**config.mk**
```make
export PLATFORM = sky130hd
export DESIGN_NAME = clint
export DESIGN_NICKNAME = d
export VERILOG_FILES = /design/src/common/lsu_pkg.sv /design/src/logic/clint.sv
export SDC_FILE = /design/constraint.sdc
export NUM_CORES = 1
export LEC_CHECK = 0
export ABC_AREA = 1
export BUFFER_PORTS_ARGS = -buffer_cell sky130_fd_sc_hd__buf_2
export CAP_MARGIN = 5
export CORE_MARGIN = 10
export CORE_UTILIZATION = 40
export CTS_CLUSTER_SIZE = 8
export DETAILED_ROUTE_END_ITERATION = 6
export PLACE_DENSITY = 0.68
export RECOVER_POWER = 100
export SLEW_MARGIN = 25
export SYNTH_ARGS = -nofsm -noshare
export SYNTH_HDL_FRONTEND = slang
export SYNTH_SLANG_ARGS = --single-unit
```
**constraint.sdc**
```tcl
create_clock -name clk -period 1.6 [get_ports clk]
set_input_delay 0.08 -clock clk [delete_from_list [all_inputs] [get_ports clk]]
set_output_delay 0.08 -clock clk [all_outputs]
set_load 0.005 [all_outputs]
```
**src/common/lsu_pkg.sv**
```systemverilog
package lsu_pkg;

    // access width, matches the core's size field
    typedef enum logic [1:0] {
        size_none = 2'b00,
        size_byte = 2'b01,
        size_half = 2'b10,
        size_word = 2'b11
    } access_size_t;

    // core-local timer window, mtime low word at base, high word at base + 4
    localparam logic [31:0] CLINT_BASE = 32'h0200_0048;
    localparam logic [31:0] CLINT_END  = 32'h0200_004f;

    // main memory
    localparam logic [31:0] SRAM_BASE  = 32'h8000_0000;
    localparam int          SRAM_WORDS = 256;
    localparam int          SRAM_AW    = $clog2(SRAM_WORDS);

    // axi response codes
    localparam logic [1:0] RESP_OKAY   = 2'b00;
    localparam logic [1:0] RESP_SLVERR = 2'b10;

endpackage

```
**src/logic/clint.sv**
```systemverilog
`timescale 1ns/1ps

module clint import lsu_pkg::*; (
    input  logic        clk,
    input  logic        reset,
    input  logic        arvalid,
    input  logic [31:0] araddr,
    input  logic        rready,
    output logic        arready,
    output logic        rvalid,
    output logic [31:0] rdata,
    output logic [1:0]  rresp
);

    logic [63:0] mtime;
    logic [31:0] offset;
    logic        ar_hs;

    assign offset  = araddr - CLINT_BASE;
    assign arready = !rvalid;
    assign ar_hs   = arvalid && arready;
    assign rresp   = RESP_OKAY;

    // free-running machine timer
    always_ff @(posedge clk) begin
        if (reset) begin
            mtime  <= 64'h0;
            rvalid <= 1'b0;
        end else begin
            mtime <= mtime + 64'd1;
            if (ar_hs) begin
                rvalid <= 1'b1;
            end else if (rvalid && rready) begin
                rvalid <= 1'b0;
            end
        end
    end

    // bit 2 of the window offset picks the high word
    always_ff @(posedge clk) begin
        if (ar_hs) begin
            rdata <= offset[2] ? mtime[63:32] : mtime[31:0];
        end
    end

endmodule

```
Word level (Yosys, flattened, before mapping)
Index checks and enable logic that the tools add are counted.
{"block": "word_totals", "regBits": 97, "inputBits": 36, "out_inout_bits": 36, "word_cells": 12}
{"block": "classes", "add_sub_neg": 2, "n_mux": 3, "n_reduce_logical": 4}
{"op": "$add A64 B1 Y64 const B", "n": 1}
{"op": "$mux W32", "n": 1}
{"op": "$sub A3 B1 Y3 const B", "n": 1}
{"op": "$logic_and A1 B1 Y1", "n": 2}
{"op": "$mux W1", "n": 2}
{"op": "$reduce_bool A2 Y1", "n": 1}
{"op": "$logic_not A1 Y1", "n": 1}

Longest topological paths before layout
{"block": "depth", "depth_word": 3, "mapped_depth": 10, "ltp_nobuf": 10}

Least setup slack after synthesis
No wires, ideal clock.
{"block": "synth_path", "path_kind": "register to register", "start": "reg rvalid", "end": "reg rdata[0], enable pin", "setup_time_ns": 0.387, "arrival_ns": 1.094, "required_ns": 1.213, "path_slack_ns": 0.118, "stages_incl_launch_ff": 4, "path_buffers": 0, "synth_period_minus_slack_ns": 1.482, "cell_sequence": "dfxtp_1 inv_1 nand2_1 inv_1"}
{"block": "synth_between", "elab_chain_cells": 2}
{"item": "from (decl)", "line": "clint.sv:10", "rtl": "output logic rvalid,"}
{"item": "from (signal assigned)", "line": "clint.sv:28", "rtl": "rvalid <= 1'b0;"}
{"item": "from (signal assigned)", "line": "clint.sv:32", "rtl": "rvalid <= 1'b1;"}
{"item": "from (signal assigned)", "line": "clint.sv:34", "rtl": "rvalid <= 1'b0;"}
{"item": "$logic_not A1 Y1", "line": "clint.sv:20", "rtl": "assign arready = !rvalid;"}
{"item": "named net arready", "line": "clint.sv:9", "rtl": "output logic arready,"}
{"item": "$logic_and A1 B1 Y1", "line": "clint.sv:21", "rtl": "assign ar_hs = arvalid && arready;"}
{"item": "named net ar_hs", "line": "clint.sv:17", "rtl": "logic ar_hs;"}
{"item": "to (signal assigned)", "line": "clint.sv:42", "rtl": "rdata <= offset[2] ? mtime[63:32] : mtime[31:0];"}
{"item": "to (decl)", "line": "clint.sv:11", "rtl": "output logic [31:0] rdata,"}
The timed path passes the listed nets, and every way through them passes these cells.
A chain may end at the register's enable or synchronous reset.

Worst setup path in the final report
{"block": "layout_path", "start": "reg mtime[32]", "end": "reg mtime[63]"}
{"block": "layout_between", "elab_chain_cells": 1}
{"item": "from (decl)", "line": "clint.sv:15", "rtl": "logic [63:0] mtime;"}
{"item": "from (signal assigned)", "line": "clint.sv:30", "rtl": "mtime <= mtime + 64'd1;"}
{"item": "$add A64 B1 Y64", "line": "clint.sv:30"}
Every way passes these cells.

==> results.yml <==
outcome:
  outcome: "complete, no violations"
timing:
  finalCriticalPeriod_ns: 1.553
  fin_ws_ns: 0.04717
  fmax_mhz: 644.0
  skew_ns: 0.008522
  hold_viol: 0
  holdWs_ns: 0.03643
  setup_viol_count_final: 0
  slew_viol_final: 0
  rsz0062_at_grt: "yes"
  period_share_pct: 97.05
detailed_routing:
  drt_wl_total_um: 15340
  vias: 5075
  routed_via_density: 4.856
  drc: 0
  dr.pass1.iters: 4
  drt-initial-drc-count: 362
  avgRoutedWirePerCell_um: 14.68
  antenna_left: 0
cts:
  path_clk_slew_ns: 0.07
  hold_buffers: 0
  clkLatencyLatePin_ns: 0.36
  cts_made_buffers: 9
  cts.sink_count: 97
  cts_tree: "done"
  cts_max_level: 3
  clk_path_buf_depth: 2
  clock-root-buffer: "clkbuf_16"
pwr:
  pwr-share-seq_pct: 52.6
  switching_share_pct: 22.03
  power_density_mw_per_mm2: 772.5
  p_int_uw: 3867
  combPwrFrac_pct: 3.9
  clkPwrFrac_pct: 43.4
  p_leak_uw: 0.002407
  p_switching_uw: 1092
  vdd_ir_drop_max_mv: 0.4289
finish:
  diodes: 0
  final_nets: 905
  drive_above_1_share_pct: 20.62
  area_delta_synth_final_pct: 24.84
  final_cells: 1045
  num-fill-cells: 1330
critical_path:
  endpoint_kind: "flip-flop"
  crit_required_ns: 1.86
  cp.arrival_ns: 1.81
  cp-startpoint: "mtime[32]"
  rr_startpoint: "mtime[32]"
  crit_path_start_kind: "flip-flop"
  path_class: "reg -> reg"
  crit_fanout: 4
synth:
  synth_flop_cell: "dfxtp_1"
  synth-edff-count: 32
  synth.most_common_cell: "nand2_1"
  yosys-top-cells-area: "dfxtp_1 (25%), edfxtp_1 (19%), nand2_1 (17%)"
  ys_types: 24
  yosys_warnings: 0
  ys_async_sr_fraction_pct: 0
  synth-seq-cells: 97
  synthTopCellsByCount: "nand2_1 (233), nor2_1 (169), inv_1 (93), dfxtp_1 (65), o21ai_0 (53)"
  synth_area_leader_cell: "dfxtp_1"
  syn_area_mm2: 0.005142
  syn_area_per_cell_um2: 6.670
  syn_inst: 771
  yosysSeqAreaShare_pct: 43.99
  synth.top_cell.area_share_pct: 25.30
grt:
  antenna_found_initial: 0
  track_usage_pct: 17.46
  grt_overflow_total: 0
  grt_max_degree: 52
  grt_pass1_vias: 4672
  grt_pass1_wl_um: 24600
die:
  die_h_um: 133.4
  num_io_pins: 72
  die_width_um: 133.4
  dieArea_mm2: 0.01779
  initial_core_util_pct: 40.75
  core-area_mm2: 0.01262
  row_count: 41
place:
  post-place-cells: 1027
  pre_cts_ws_ns: -0.06012
  dp_hpwl_um: 11890
  port_buffers: 38
  routabilityCongestion: 1.011
worst_hold_path:
  min_from: "rready"
  hp-class: "in -> reg"
run:
  cap_violations: 0
==> layout make-up <==
cell class / count / area, µm² / share of cell area [%]
Inverter: 93 / 349.1 / 5.438
Clock inverter: 5 / 56.30 / 0.8770
Timing Repair Buffer: 100 / 610.6 / 9.511
Multi-Input combinational cell: 567 / 2666 / 41.53
Clock buffer: 11 / 232.7 / 3.625
Sequential cell: 97 / 2290 / 35.67
Tap cell: 172 / 215.2 / 3.352
==> power groups by stage <==
stage               logic, µW  registers [µW]  clock network (µW)
global route              223            2620                2280
floorplan                 101            2670                   0
detailed placement        214            2660                   0
global placement          212            2660                   0
finish                    195            2610                2150
CTS                       215            2610                2200
==> what timing repair did <==
action	4_1_cts	5_1_grt
pin swaps	3	11
setup buffers	0	2
endpoints found under the setup margin	11	45
resized for setup	10	82
==> cell families (layout without fill, tap and decap cells) <==
group	after synthesis	in the layout	synth area share (%)
AO/OA/AOI/OAI	98	98	9.927
multiplexers	2	2	0.4379
AND/OR/NAND/NOR	462	462	36.96
adder cells (fa/ha/maj)	1	1	0.2433
other	1	2	0.07292
XOR/XNOR	2	2	0.3407
flip-flops	97	97	43.99
buffers and inverters	108	209	8.029
==> stage by stage <==
| stage | power [µW] | setup TNS (ns) | instance area (µm²) | utilization, % |
|---|---|---|---|---|
| 6_report | 4959 | 0 | 6420 | 50.87 |
| 5_1_grt | 5115 | -0.3078 | 6420 | 50.87 |
| 4_1_cts | 5029 | 0 | 6275 | 49.72 |
| 3_5_place_dp | 2877 | -0.2190 | 5963 | 47.25 |
| 3_3_place_gp | 2873 | -0.009502 | 5963 | 47.25 |
| 2_1_floorplan | 2773 | 0 | 5146 | - |
==> flip-flops by register name (all words and copies together), names as in the netlist <==
name and flops:
rdata 32, rvalid 1, mtime 64
==> placed cells by master (no fill, tap or decap), types with 2 or more instances in the layout <==
cell and count:
nand2_1 218, nor2_1 129, inv_1 92, o21ai_0 52, buf_4 52, dfxtp_1 47
nor2_2 40, a21oi_1 37, clkbuf_1 34, edfxtp_1 32, nand3_1 22, nand2_2 20
dfxtp_2 16, nand4_1 14, buf_2 13, nor2_4 11, clkbuf_16 9, o21bai_1 6
nand2_4 3, nor3_1 2, xor2_1 2, o21a_1 2, conb_1 2, clkinv_2 2
dfxtp_4 2, clkbuf_4 2
==> worst paths after layout <==
path	to	slack [ns]	cells after the start
min reg2reg	mtime[16]	0.47	1
max reg2reg	mtime[63]	0.05	10
min	rvalid	0.04	3
max	mtime[63]	0.05	10
==> worst max-delay path: stages, from the launching register on <==
cell	delay, ns
dfxtp_1	0.40
nand2_1	0.09
nor2_1	0.11
buf_4	0.16
nand2_2	0.07
nor2_2	0.18
nand2_1	0.15
nor2_2	0.13
nand2_1	0.06
nand2_1	0.06
nor2_1	0.04
==> metal layers <==
layer	routed length (µm)	part of all wire [%]	global-route usage, %	vias to the layer above
li1	-	-	-	2625
met1	7100	46	22.81	2316
met2	7039	46	26.93	115
met3	871	5.7	3.947	19
met4	325	2.1	7.739	0
met5	0	0	0	-
No activity file was read; power rests on OpenSTA's default activity.
