## src/common/lsu_pkg.sv

```systemverilog
package lsu_pkg;

    // access width, matches the core's size field
    typedef enum logic [1:0] {
        size_none = 2'b00,
        size_byte = 2'b01,
        size_half = 2'b10,
        size_word = 2'b11
    } access_size_t;

    // core-local timer window, mtime low word at base, high word at base + 4
    localparam logic [31:0] CLINT_BASE = 32'h0200_0048;
    localparam logic [31:0] CLINT_END  = 32'h0200_004f;

    // main memory
    localparam logic [31:0] SRAM_BASE  = 32'h8000_0000;
    localparam int          SRAM_WORDS = 256;
    localparam int          SRAM_AW    = $clog2(SRAM_WORDS);

    // axi response codes
    localparam logic [1:0] RESP_OKAY   = 2'b00;
    localparam logic [1:0] RESP_SLVERR = 2'b10;

endpackage

```

## src/lsu/lsu.sv

```systemverilog
`timescale 1ns/1ps

module lsu import lsu_pkg::*; (
    input  logic         clk,
    input  logic         reset,

    // core side
    input  logic         req,
    input  logic         wen,
    input  access_size_t size,
    input  logic         sign,
    input  logic [31:0]  addr,
    input  logic [31:0]  wdata,
    output logic         ready,
    output logic         done,
    output logic [31:0]  rdata,
    output logic         err,

    // axi master
    output logic         awvalid,
    input  logic         awready,
    output logic [31:0]  awaddr,
    output logic [2:0]   awsize,
    output logic         wvalid,
    input  logic         wready,
    output logic [31:0]  wdata_o,
    output logic [3:0]   wstrb,
    output logic         wlast,
    input  logic         bvalid,
    output logic         bready,
    input  logic [1:0]   bresp,
    output logic         arvalid,
    input  logic         arready,
    output logic [31:0]  araddr,
    output logic [2:0]   arsize,
    input  logic         rvalid,
    output logic         rready,
    input  logic [31:0]  rdata_i,
    input  logic [1:0]   rresp,
    input  logic         rlast,

    // timer read port
    output logic         t_arvalid,
    input  logic         t_arready,
    output logic [31:0]  t_araddr,
    input  logic         t_rvalid,
    input  logic [31:0]  t_rdata,
    input  logic [1:0]   t_rresp
);

    typedef enum logic [2:0] {
        st_idle,
        st_addr,
        st_data,
        st_resp,
        st_done
    } state_t;

    state_t state;
    state_t state_next;

    // captured request
    logic         wen_q;
    access_size_t size_q;
    logic         sign_q;
    logic [31:0]  addr_q;
    logic [31:0]  wdata_q;
    logic         timer_q;

    logic         accept;
    logic         req_timer;
    logic         drop_wr;
    logic         addr_ack;
    logic         resp_ack;
    logic [1:0]   resp_code;
    logic         resp_err;
    logic [31:0]  bus_rdata;
    logic [2:0]   axsize;
    logic [31:0]  load_data;

    assign ready  = (state == st_idle) || (state == st_done);
    assign done   = (state == st_done);
    assign accept = req && ready;

    // timer window decode, done once on the incoming address
    assign req_timer = (addr >= CLINT_BASE) && (addr <= CLINT_END);

    // timer is read only, writes there never reach a bus
    assign drop_wr = wen_q && timer_q;

    always_ff @(posedge clk) begin
        if (accept) begin
            wen_q   <= wen;
            size_q  <= size;
            sign_q  <= sign;
            addr_q  <= addr;
            wdata_q <= wdata;
            timer_q <= req_timer;
        end
    end

    lsu_align u_lsu_align (
        .size        (size_q),
        .sign        (sign_q),
        .addr_low    (addr_q[1:0]),
        .wdata       (wdata_q),
        .bus_rdata   (bus_rdata),
        .wstrb       (wstrb),
        .axsize      (axsize),
        .wdata_lanes (wdata_o),
        .load_data   (load_data)
    );

    // steer handshakes to whichever slave owns the access
    assign addr_ack  = wen_q ? awready : (timer_q ? t_arready : arready);
    assign resp_ack  = wen_q ? bvalid : (timer_q ? t_rvalid : rvalid);
    assign resp_code = wen_q ? bresp : (timer_q ? t_rresp : rresp);
    assign bus_rdata = timer_q ? t_rdata : rdata_i;

    // a main-memory read must come back as the last beat
    assign resp_err = (resp_code != RESP_OKAY) || (!wen_q && !timer_q && !rlast);

    always_comb begin
        state_next = state;
        case (state)
            st_idle, st_done: begin
                if (!accept) begin
                    state_next = st_idle;
                end else if (wen && req_timer) begin
                    state_next = st_resp;
                end else begin
                    state_next = st_addr;
                end
            end
            st_addr: begin
                if (addr_ack) begin
                    state_next = wen_q ? st_data : st_resp;
                end
            end
            st_data: begin
                if (wready) begin
                    state_next = st_resp;
                end
            end
            st_resp: begin
                if (drop_wr || resp_ack) begin
                    state_next = st_done;
                end
            end
            default: state_next = st_idle;
        endcase
    end

    always_ff @(posedge clk) begin
        if (reset) begin
            state <= st_idle;
            err   <= 1'b0;
        end else begin
            state <= state_next;
            if (state == st_resp) begin
                if (drop_wr) begin
                    err <= 1'b1;
                end else if (resp_ack) begin
                    err <= resp_err;
                end
            end
        end
    end

    always_ff @(posedge clk) begin
        if (state == st_resp && resp_ack && !wen_q) begin
            rdata <= load_data;
        end
    end

    // channel outputs follow the state
    assign awvalid   = (state == st_addr) && wen_q;
    assign awaddr    = addr_q;
    assign awsize    = axsize;
    assign wvalid    = (state == st_data);
    assign wlast     = wvalid;
    assign bready    = 1'b1;
    assign arvalid   = (state == st_addr) && !wen_q && !timer_q;
    assign araddr    = addr_q;
    assign arsize    = axsize;
    assign rready    = 1'b1;
    assign t_arvalid = (state == st_addr) && !wen_q && timer_q;
    assign t_araddr  = addr_q;

endmodule

```

## src/lsu/lsu_align.sv

```systemverilog
`timescale 1ns/1ps

module lsu_align import lsu_pkg::*; (
    input  access_size_t size,
    input  logic         sign,
    input  logic [1:0]   addr_low,
    input  logic [31:0]  wdata,
    input  logic [31:0]  bus_rdata,
    output logic [3:0]   wstrb,
    output logic [2:0]   axsize,
    output logic [31:0]  wdata_lanes,
    output logic [31:0]  load_data
);

    logic [4:0]  lane_shift;
    logic [31:0] rd_shifted;

    assign lane_shift = {addr_low, 3'b000};

    // strobe and axi size from the access width
    always_comb begin
        case (size)
            size_byte: begin
                wstrb  = 4'b0001 << addr_low;
                axsize = 3'd0;
            end
            size_half: begin
                wstrb  = addr_low[1] ? 4'b1100 : 4'b0011;
                axsize = 3'd1;
            end
            size_word: begin
                wstrb  = 4'b1111;
                axsize = 3'd2;
            end
            default: begin
                wstrb  = 4'b0000;
                axsize = 3'd0;
            end
        endcase
    end

    // store data moves up into its byte lane
    assign wdata_lanes = wdata << lane_shift;

    // read data comes down to bit 0, then gets extended
    assign rd_shifted = bus_rdata >> lane_shift;

    always_comb begin
        case (size)
            size_byte: load_data = {{24{sign & rd_shifted[7]}}, rd_shifted[7:0]};
            size_half: load_data = {{16{sign & rd_shifted[15]}}, rd_shifted[15:0]};
            size_word: load_data = rd_shifted;
            default:   load_data = 32'h0;
        endcase
    end

endmodule
```

## config.mk

```make
export PLATFORM = sky130hd
export DESIGN_NAME = lsu
export DESIGN_NICKNAME = d
export VERILOG_FILES = /design/src/common/lsu_pkg.sv /design/src/lsu/lsu.sv /design/src/lsu/lsu_align.sv
export SDC_FILE = /design/constraint.sdc
export NUM_CORES = 1
export LEC_CHECK = 0
export CAP_MARGIN = 20
export CORE_AREA = 5 5 125 127
export DETAILED_ROUTE_END_ITERATION = 12
export DIE_AREA = 0 0 130 132
export DONT_BUFFER_PORTS = 1
export GPL_ROUTABILITY_DRIVEN = 0
export HOLD_SLACK_MARGIN = 0.06
export PLACE_DENSITY = 0.51
export SLEW_MARGIN = 30
export SYNTH_ARGS = -nofsm -noshare
export SYNTH_HDL_FRONTEND = slang
export SYNTH_SLANG_ARGS = --single-unit
```

## constraint.sdc

```tcl
create_clock -name clk -period 8.9 [get_ports clk]
set_clock_uncertainty 0.05 [all_clocks]
set_input_delay 0.89 -clock clk [delete_from_list [all_inputs] [get_ports clk]]
set_output_delay 0.89 -clock clk [all_outputs]
set_load 0.1 [all_outputs]
```

* After elaboration in Yosys (flattened, before gate mapping)
Index checks and enable logic that the tools add are counted.
** Storage, ports and cells
- Register bits :: 105
- Bits in latches :: 0
- Memory bits (writable) :: 0
- Bits in read-only memories :: 0
- Bits of input ports :: 149
- Output and inout port bits :: 180
- Logic and storage cells :: 70
- Memories kept :: 0
** Operators by class
- Add/subtract/negate cells :: 0
- Multiply operators :: 0
- Div/mod/pow operators :: 0
- $lt $le $gt $ge :: 2
- Equality and inequality tests :: 10
- Shifts and indexed selects :: 3
- Muxes and demuxes :: 20
- Bitwise gates (word level) :: 2
- Reductions and logical operators :: 24
** Operator list (count)
- $pmux 32 s3 :: 1
- $ge 32x26->1 const B :: 1
- $le 32x26->1 const B :: 1
- $mux 32 :: 1
- $shl 32x5->32 :: 1
- $shr 32x5->32 :: 1
- $logic_and 1x1->1 :: 12
- $pmux 3 s4 :: 1
- $pmux 4 s3 :: 1
- $mux 3 :: 3
- $mux 2 :: 4
- $mux 1 :: 7
- $eq 3x2->1 const B :: 2
- $ne 2x2->1 const B :: 3
- $eq 2x2->1 const B :: 2
- $mux 4 :: 1
- $pmux 2 s2 :: 1
- $reduce_bool 2->1 :: 2
- $shl 1x2->4 const A :: 1
- $eq 3x1->1 const B :: 1
- $eq 3x3->1 const B :: 1
- $logic_not 1->1 :: 3
- $logic_not 3->1 :: 1
- $logic_or 1x1->1 :: 3
- other kinds (5) :: 6

* Longest topological paths before layout
- Depth after elaboration :: 6
- Mapped depth :: 7
- Gate-level depth less buffers :: 4

* Modules after synthesis
Synthesis repeated with hierarchy kept, for this count alone.
** Unflattened totals
- Cell total of the unflattened synthesis :: 466
- Area total of the unflattened synthesis :: 5754.3 µm²
** By module, submodules not included
- lsu :: times used 1, cells each 265, area an instance 4419.2 µm², seq. area each 3113.0 µm²
- lsu_align :: times used 1, cells each 201, area an instance 1335.0 µm², seq. area each 0.0 µm²

* Worst setup path before layout
No wires, ideal clock.
- Path kind :: reg2out
- Start point :: reg addr_q[1] (netlist: araddr[1])
- End point :: out wdata_o[16]
- Data arrival time :: 3.845 ns
- Required time :: 7.960 ns
- Slack :: 4.115 ns
- Stages on the path, launching flop included :: 6
- Path buffers :: 3
- Cell sequence :: edfxtp_1 -> buf_6 -> buf_2 -> buf_2 -> mux2i_1 -> o21ai_0
** On the way
- Word-level cells in the longest chain between the ends :: 1
** Ends and longest elaborated chain
- start: declaration :: line lsu.sv:66 : logic [31:0] addr_q;
- start signal: assignment :: line lsu.sv:96 : addr_q <= addr;
- $shl 32x5->32 :: line lsu_align.sv:43 : assign wdata_lanes = wdata << lane_shift;
- end: declaration :: line lsu.sv:26 : output logic [31:0] wdata_o,
Every way passes these cells.

* Worst setup path in the final report
- Start point :: reg addr_q[1] (netlist: araddr[1])
- End point :: out wdata_o[4]
The elaborated chain is that of the path after synthesis.

==> results.yml <==
status:
  status: "finished clean"
critical_path:
  r2r_slack_ps: 5800
  crit_arrival_ps: 2970
  startpoint_type: "flop"
  cpPeakStageDelay_ps: 900
  r2r-start: "araddr[1]"
  cp.required_ps: 7960
  slowest_stage: "and2_1"
  cp_max_fo: 48
  timing.rr.end: "rdata[30]"
  path_cells: "buf_6 -> nor2_1 -> and2_1"
  startpoint: "araddr[1]"
  cp-endpoint: "wdata_o[4]"
  worstSetupEndpointType: "output port"
  ff2ff_path_depth: 5
  critical_path_class: "reg2out"
sta:
  period_share: 0.439
  finalCriticalPeriod_ps: 3910
  maxSlewViolCount: 0
  worst_pin_slew_ps: 1010
  rsz0062_at_grt: "false"
  finalHoldViolations: 0
  relSlewSlack: 0.330
  setup_viol: 0
  tns_ps: 0
  max_freq_mhz: 256
clocking:
  clock_sinks: 105
  clock-root-buffer: "clkbuf_16"
  cts_hold_buf: 0
  cts_buffers: 9
  cts_max_level: 3
  post-cts-setup-buffers: 0
  worstSkewPairLatency_ps: 350
  clk_pin_slew_worst_paths_ps: 80
  clock_path_buffers: 2
  cts_resized: 0
  cts_tree: "yes"
floorplanning:
  pin_count: 329
  coreArea_sq_mm: 0.0143
  die_area_sq_mm: 0.0172
  die_h_microns: 132
  die_x_microns: 130
  rows: 44
  initial_core_util: 0.401
power_and_ir_drop:
  switching_share: 0.562
  p_sw_mw: 1.50
  pwr-share-comb: 0.582
  p_leak_nw: 2.67
  ir_worst_vdd_v: 0.000196
  sequentialPowerShare: 0.268
  power_density_mw_per_mm2: 367
  clkPwrFrac: 0.150
  p_int_mw: 1.17
yosys:
  synth-simple-area-share: 0.116
  synth-compound-area-share: 0.0767
  synth_edf_count: 101
  synth_top_cell_by_area: "edfxtp_1"
  synth_seq_cells: 105
  yosysWarningCount: 0
  yosysSeqAreaShare: 0.542
  ys_top_cells_by_area: "edfxtp_1 53%, buf_4 9.7%, mux2i_1 7.8%"
  synthCells: 477
  synth_top_cell_area_share: 0.528
  avgSynthCellArea_sq_um: 12.0
  synth_top_family_by_area: "multiplexers"
  synth-xor-area-share: 0
  syn_area_sq_mm: 0.00575
  ys.flop_type: "edfxtp_1"
  yosys.area_share.adder: 0
  async_flop_share: 0
  yosys.cell_types.count: 41
  synthMuxAreaShare: 0.142
placement:
  port_buffers: 0
  placed_cell_area_sq_mm: 0.00695
  post-dp-hpwl_microns: 13000
  dp.cells: 642
detailed_routing:
  drt-initial-drc-count: 154
  wl_per_cell_microns: 25.5
  vias: 3798
  drt_wl_total_microns: 16900
  dr.pass1.iters: 4
  route.detailed.drc: 0
  ant_nets: 0
  vias_per_cell: 5.74
global_routing:
  grt_max_degree: 71
  grt_usage: 0.190
  grt_pass1_vias: 3978
  antenna_found_initial: 4
  grt_pass1_wl_microns: 24400
  overflow: 0
finish:
  area_delta_synth_final_pct: 26.7
  drive_gt1_frac: 0.318
  multiInputGateArea_sq_mm: 0.00225
  layout_commonest_cell: "edfxtp_1"
  fill_cells: 1187
  nets: 619
  final_cell_mix: "101 x edfxtp_1, 45 x mux2i_1, 39 x nand2_1, 37 x buf_4, 34 x buf_16"
  seq_area_sq_mm: 0.00311
  fin_cells: 662
  fin_area_sq_mm: 0.00728
job:
  drv_cap: 0
min_path:
  hold_class: "in2reg"
==> power by group through the flow <==
| stage | clock [mW] | combinational, mW | sequential, mW |
|---|---|---|---|
| 5_1_grt | 0.434 | 1.60 | 0.726 |
| 4_1_cts | 0.414 | 1.57 | 0.718 |
| 2_1_floorplan | 0 | 1.08 | 0.898 |
| 3_3_place_gp | 0 | 1.52 | 0.726 |
| 3_5_place_dp | 0 | 1.56 | 0.728 |
| 6_report | 0.400 | 1.56 | 0.717 |
==> worst min-delay path by stage <==
stage	start	cells after the start	slack, ps	endpoint
after detailed placement	state[0]	2	600	state[1]
final	reset	1	550	state[2]
after global placement	state[0]	2	570	state[1]
after global routing	reset	1	530	state[2]
after floorplan	state[0]	2	500	state[1]
after CTS	reset	1	530	state[2]
==> state kept, by name (all words and copies together), names as in the netlist <==
name / count
size_q: 2
wen_q: 1
sign_q: 1
rdata: 32
timer_q: 1
wdata_q: 32
state: 3
err: 1
araddr: 32
==> per-stage QoR <==
step,power [mW],hold slack [ps],util,setup slack [ps]
2_1_floorplan,1.98,499,-,4110
3_3_place_gp,2.24,569,0.473,5280
3_5_place_dp,2.29,598,0.486,5150
4_1_cts,2.70,529,0.507,4740
5_1_grt,2.76,527,0.509,4820
6_report,2.67,549,0.509,4990
==> cell families after synthesis <==
family / after synthesis
muxes: 63
buffers and inverters: 105
AOI/OAI and AO/OA: 72
and+or+nand+nor: 130
DFF: 105
other: 2
==> critical path, delay by kind of cell, from the launching register on <==
family / cells / cell delay (ps)
buffers and inverters: 1 / 390
DFF: 1 / 640
and+or+nand+nor: 2 / 1530
==> layout make-up <==
class	instances	share of cell area
Antenna cell	3	0.00103
Clock buffer	9	0.0309
Timing Repair Buffer	78	0.185
Tap cell	184	0.0316
Multi-Input combinational cell	269	0.309
Clock inverter	7	0.0113
Sequential cell	105	0.427
Inverter	7	0.00361
==> synthesized netlist by cell type (2+ instances only) <==
cell type / number
o31ai_1: 3
nor2_1: 27
nand3_1: 12
conb_1: 2
nor2b_1: 11
o21ai_0: 19
o2bb2ai_1: 2
nand2_1: 39
buf_4: 74
and3_1: 2
and2_1: 10
clkbuf_1: 10
nand2b_1: 4
o211ai_1: 10
nand4_1: 3
a211oi_1: 8
edfxtp_1: 101
nor4b_1: 5
mux2i_1: 45
nor3_1: 3
buf_2: 12
inv_1: 6
dfxtp_1: 4
nor4_1: 7
mux4_2: 14
nor3b_1: 3
a21oi_1: 25
mux2_2: 3
==> layer usage <==
metal / vias to the layer above / track usage / part of all wire
met2: 238 / 0.333 / 0.53
met4: 4 / 0.0670 / 0.025
met3: 29 / 0.0823 / 0.10
li1: 1690 / - / -
met5: - / 0 / 0.0016
met1: 1837 / 0.202 / 0.34
No activity file was read; power rests on OpenSTA's default activity.
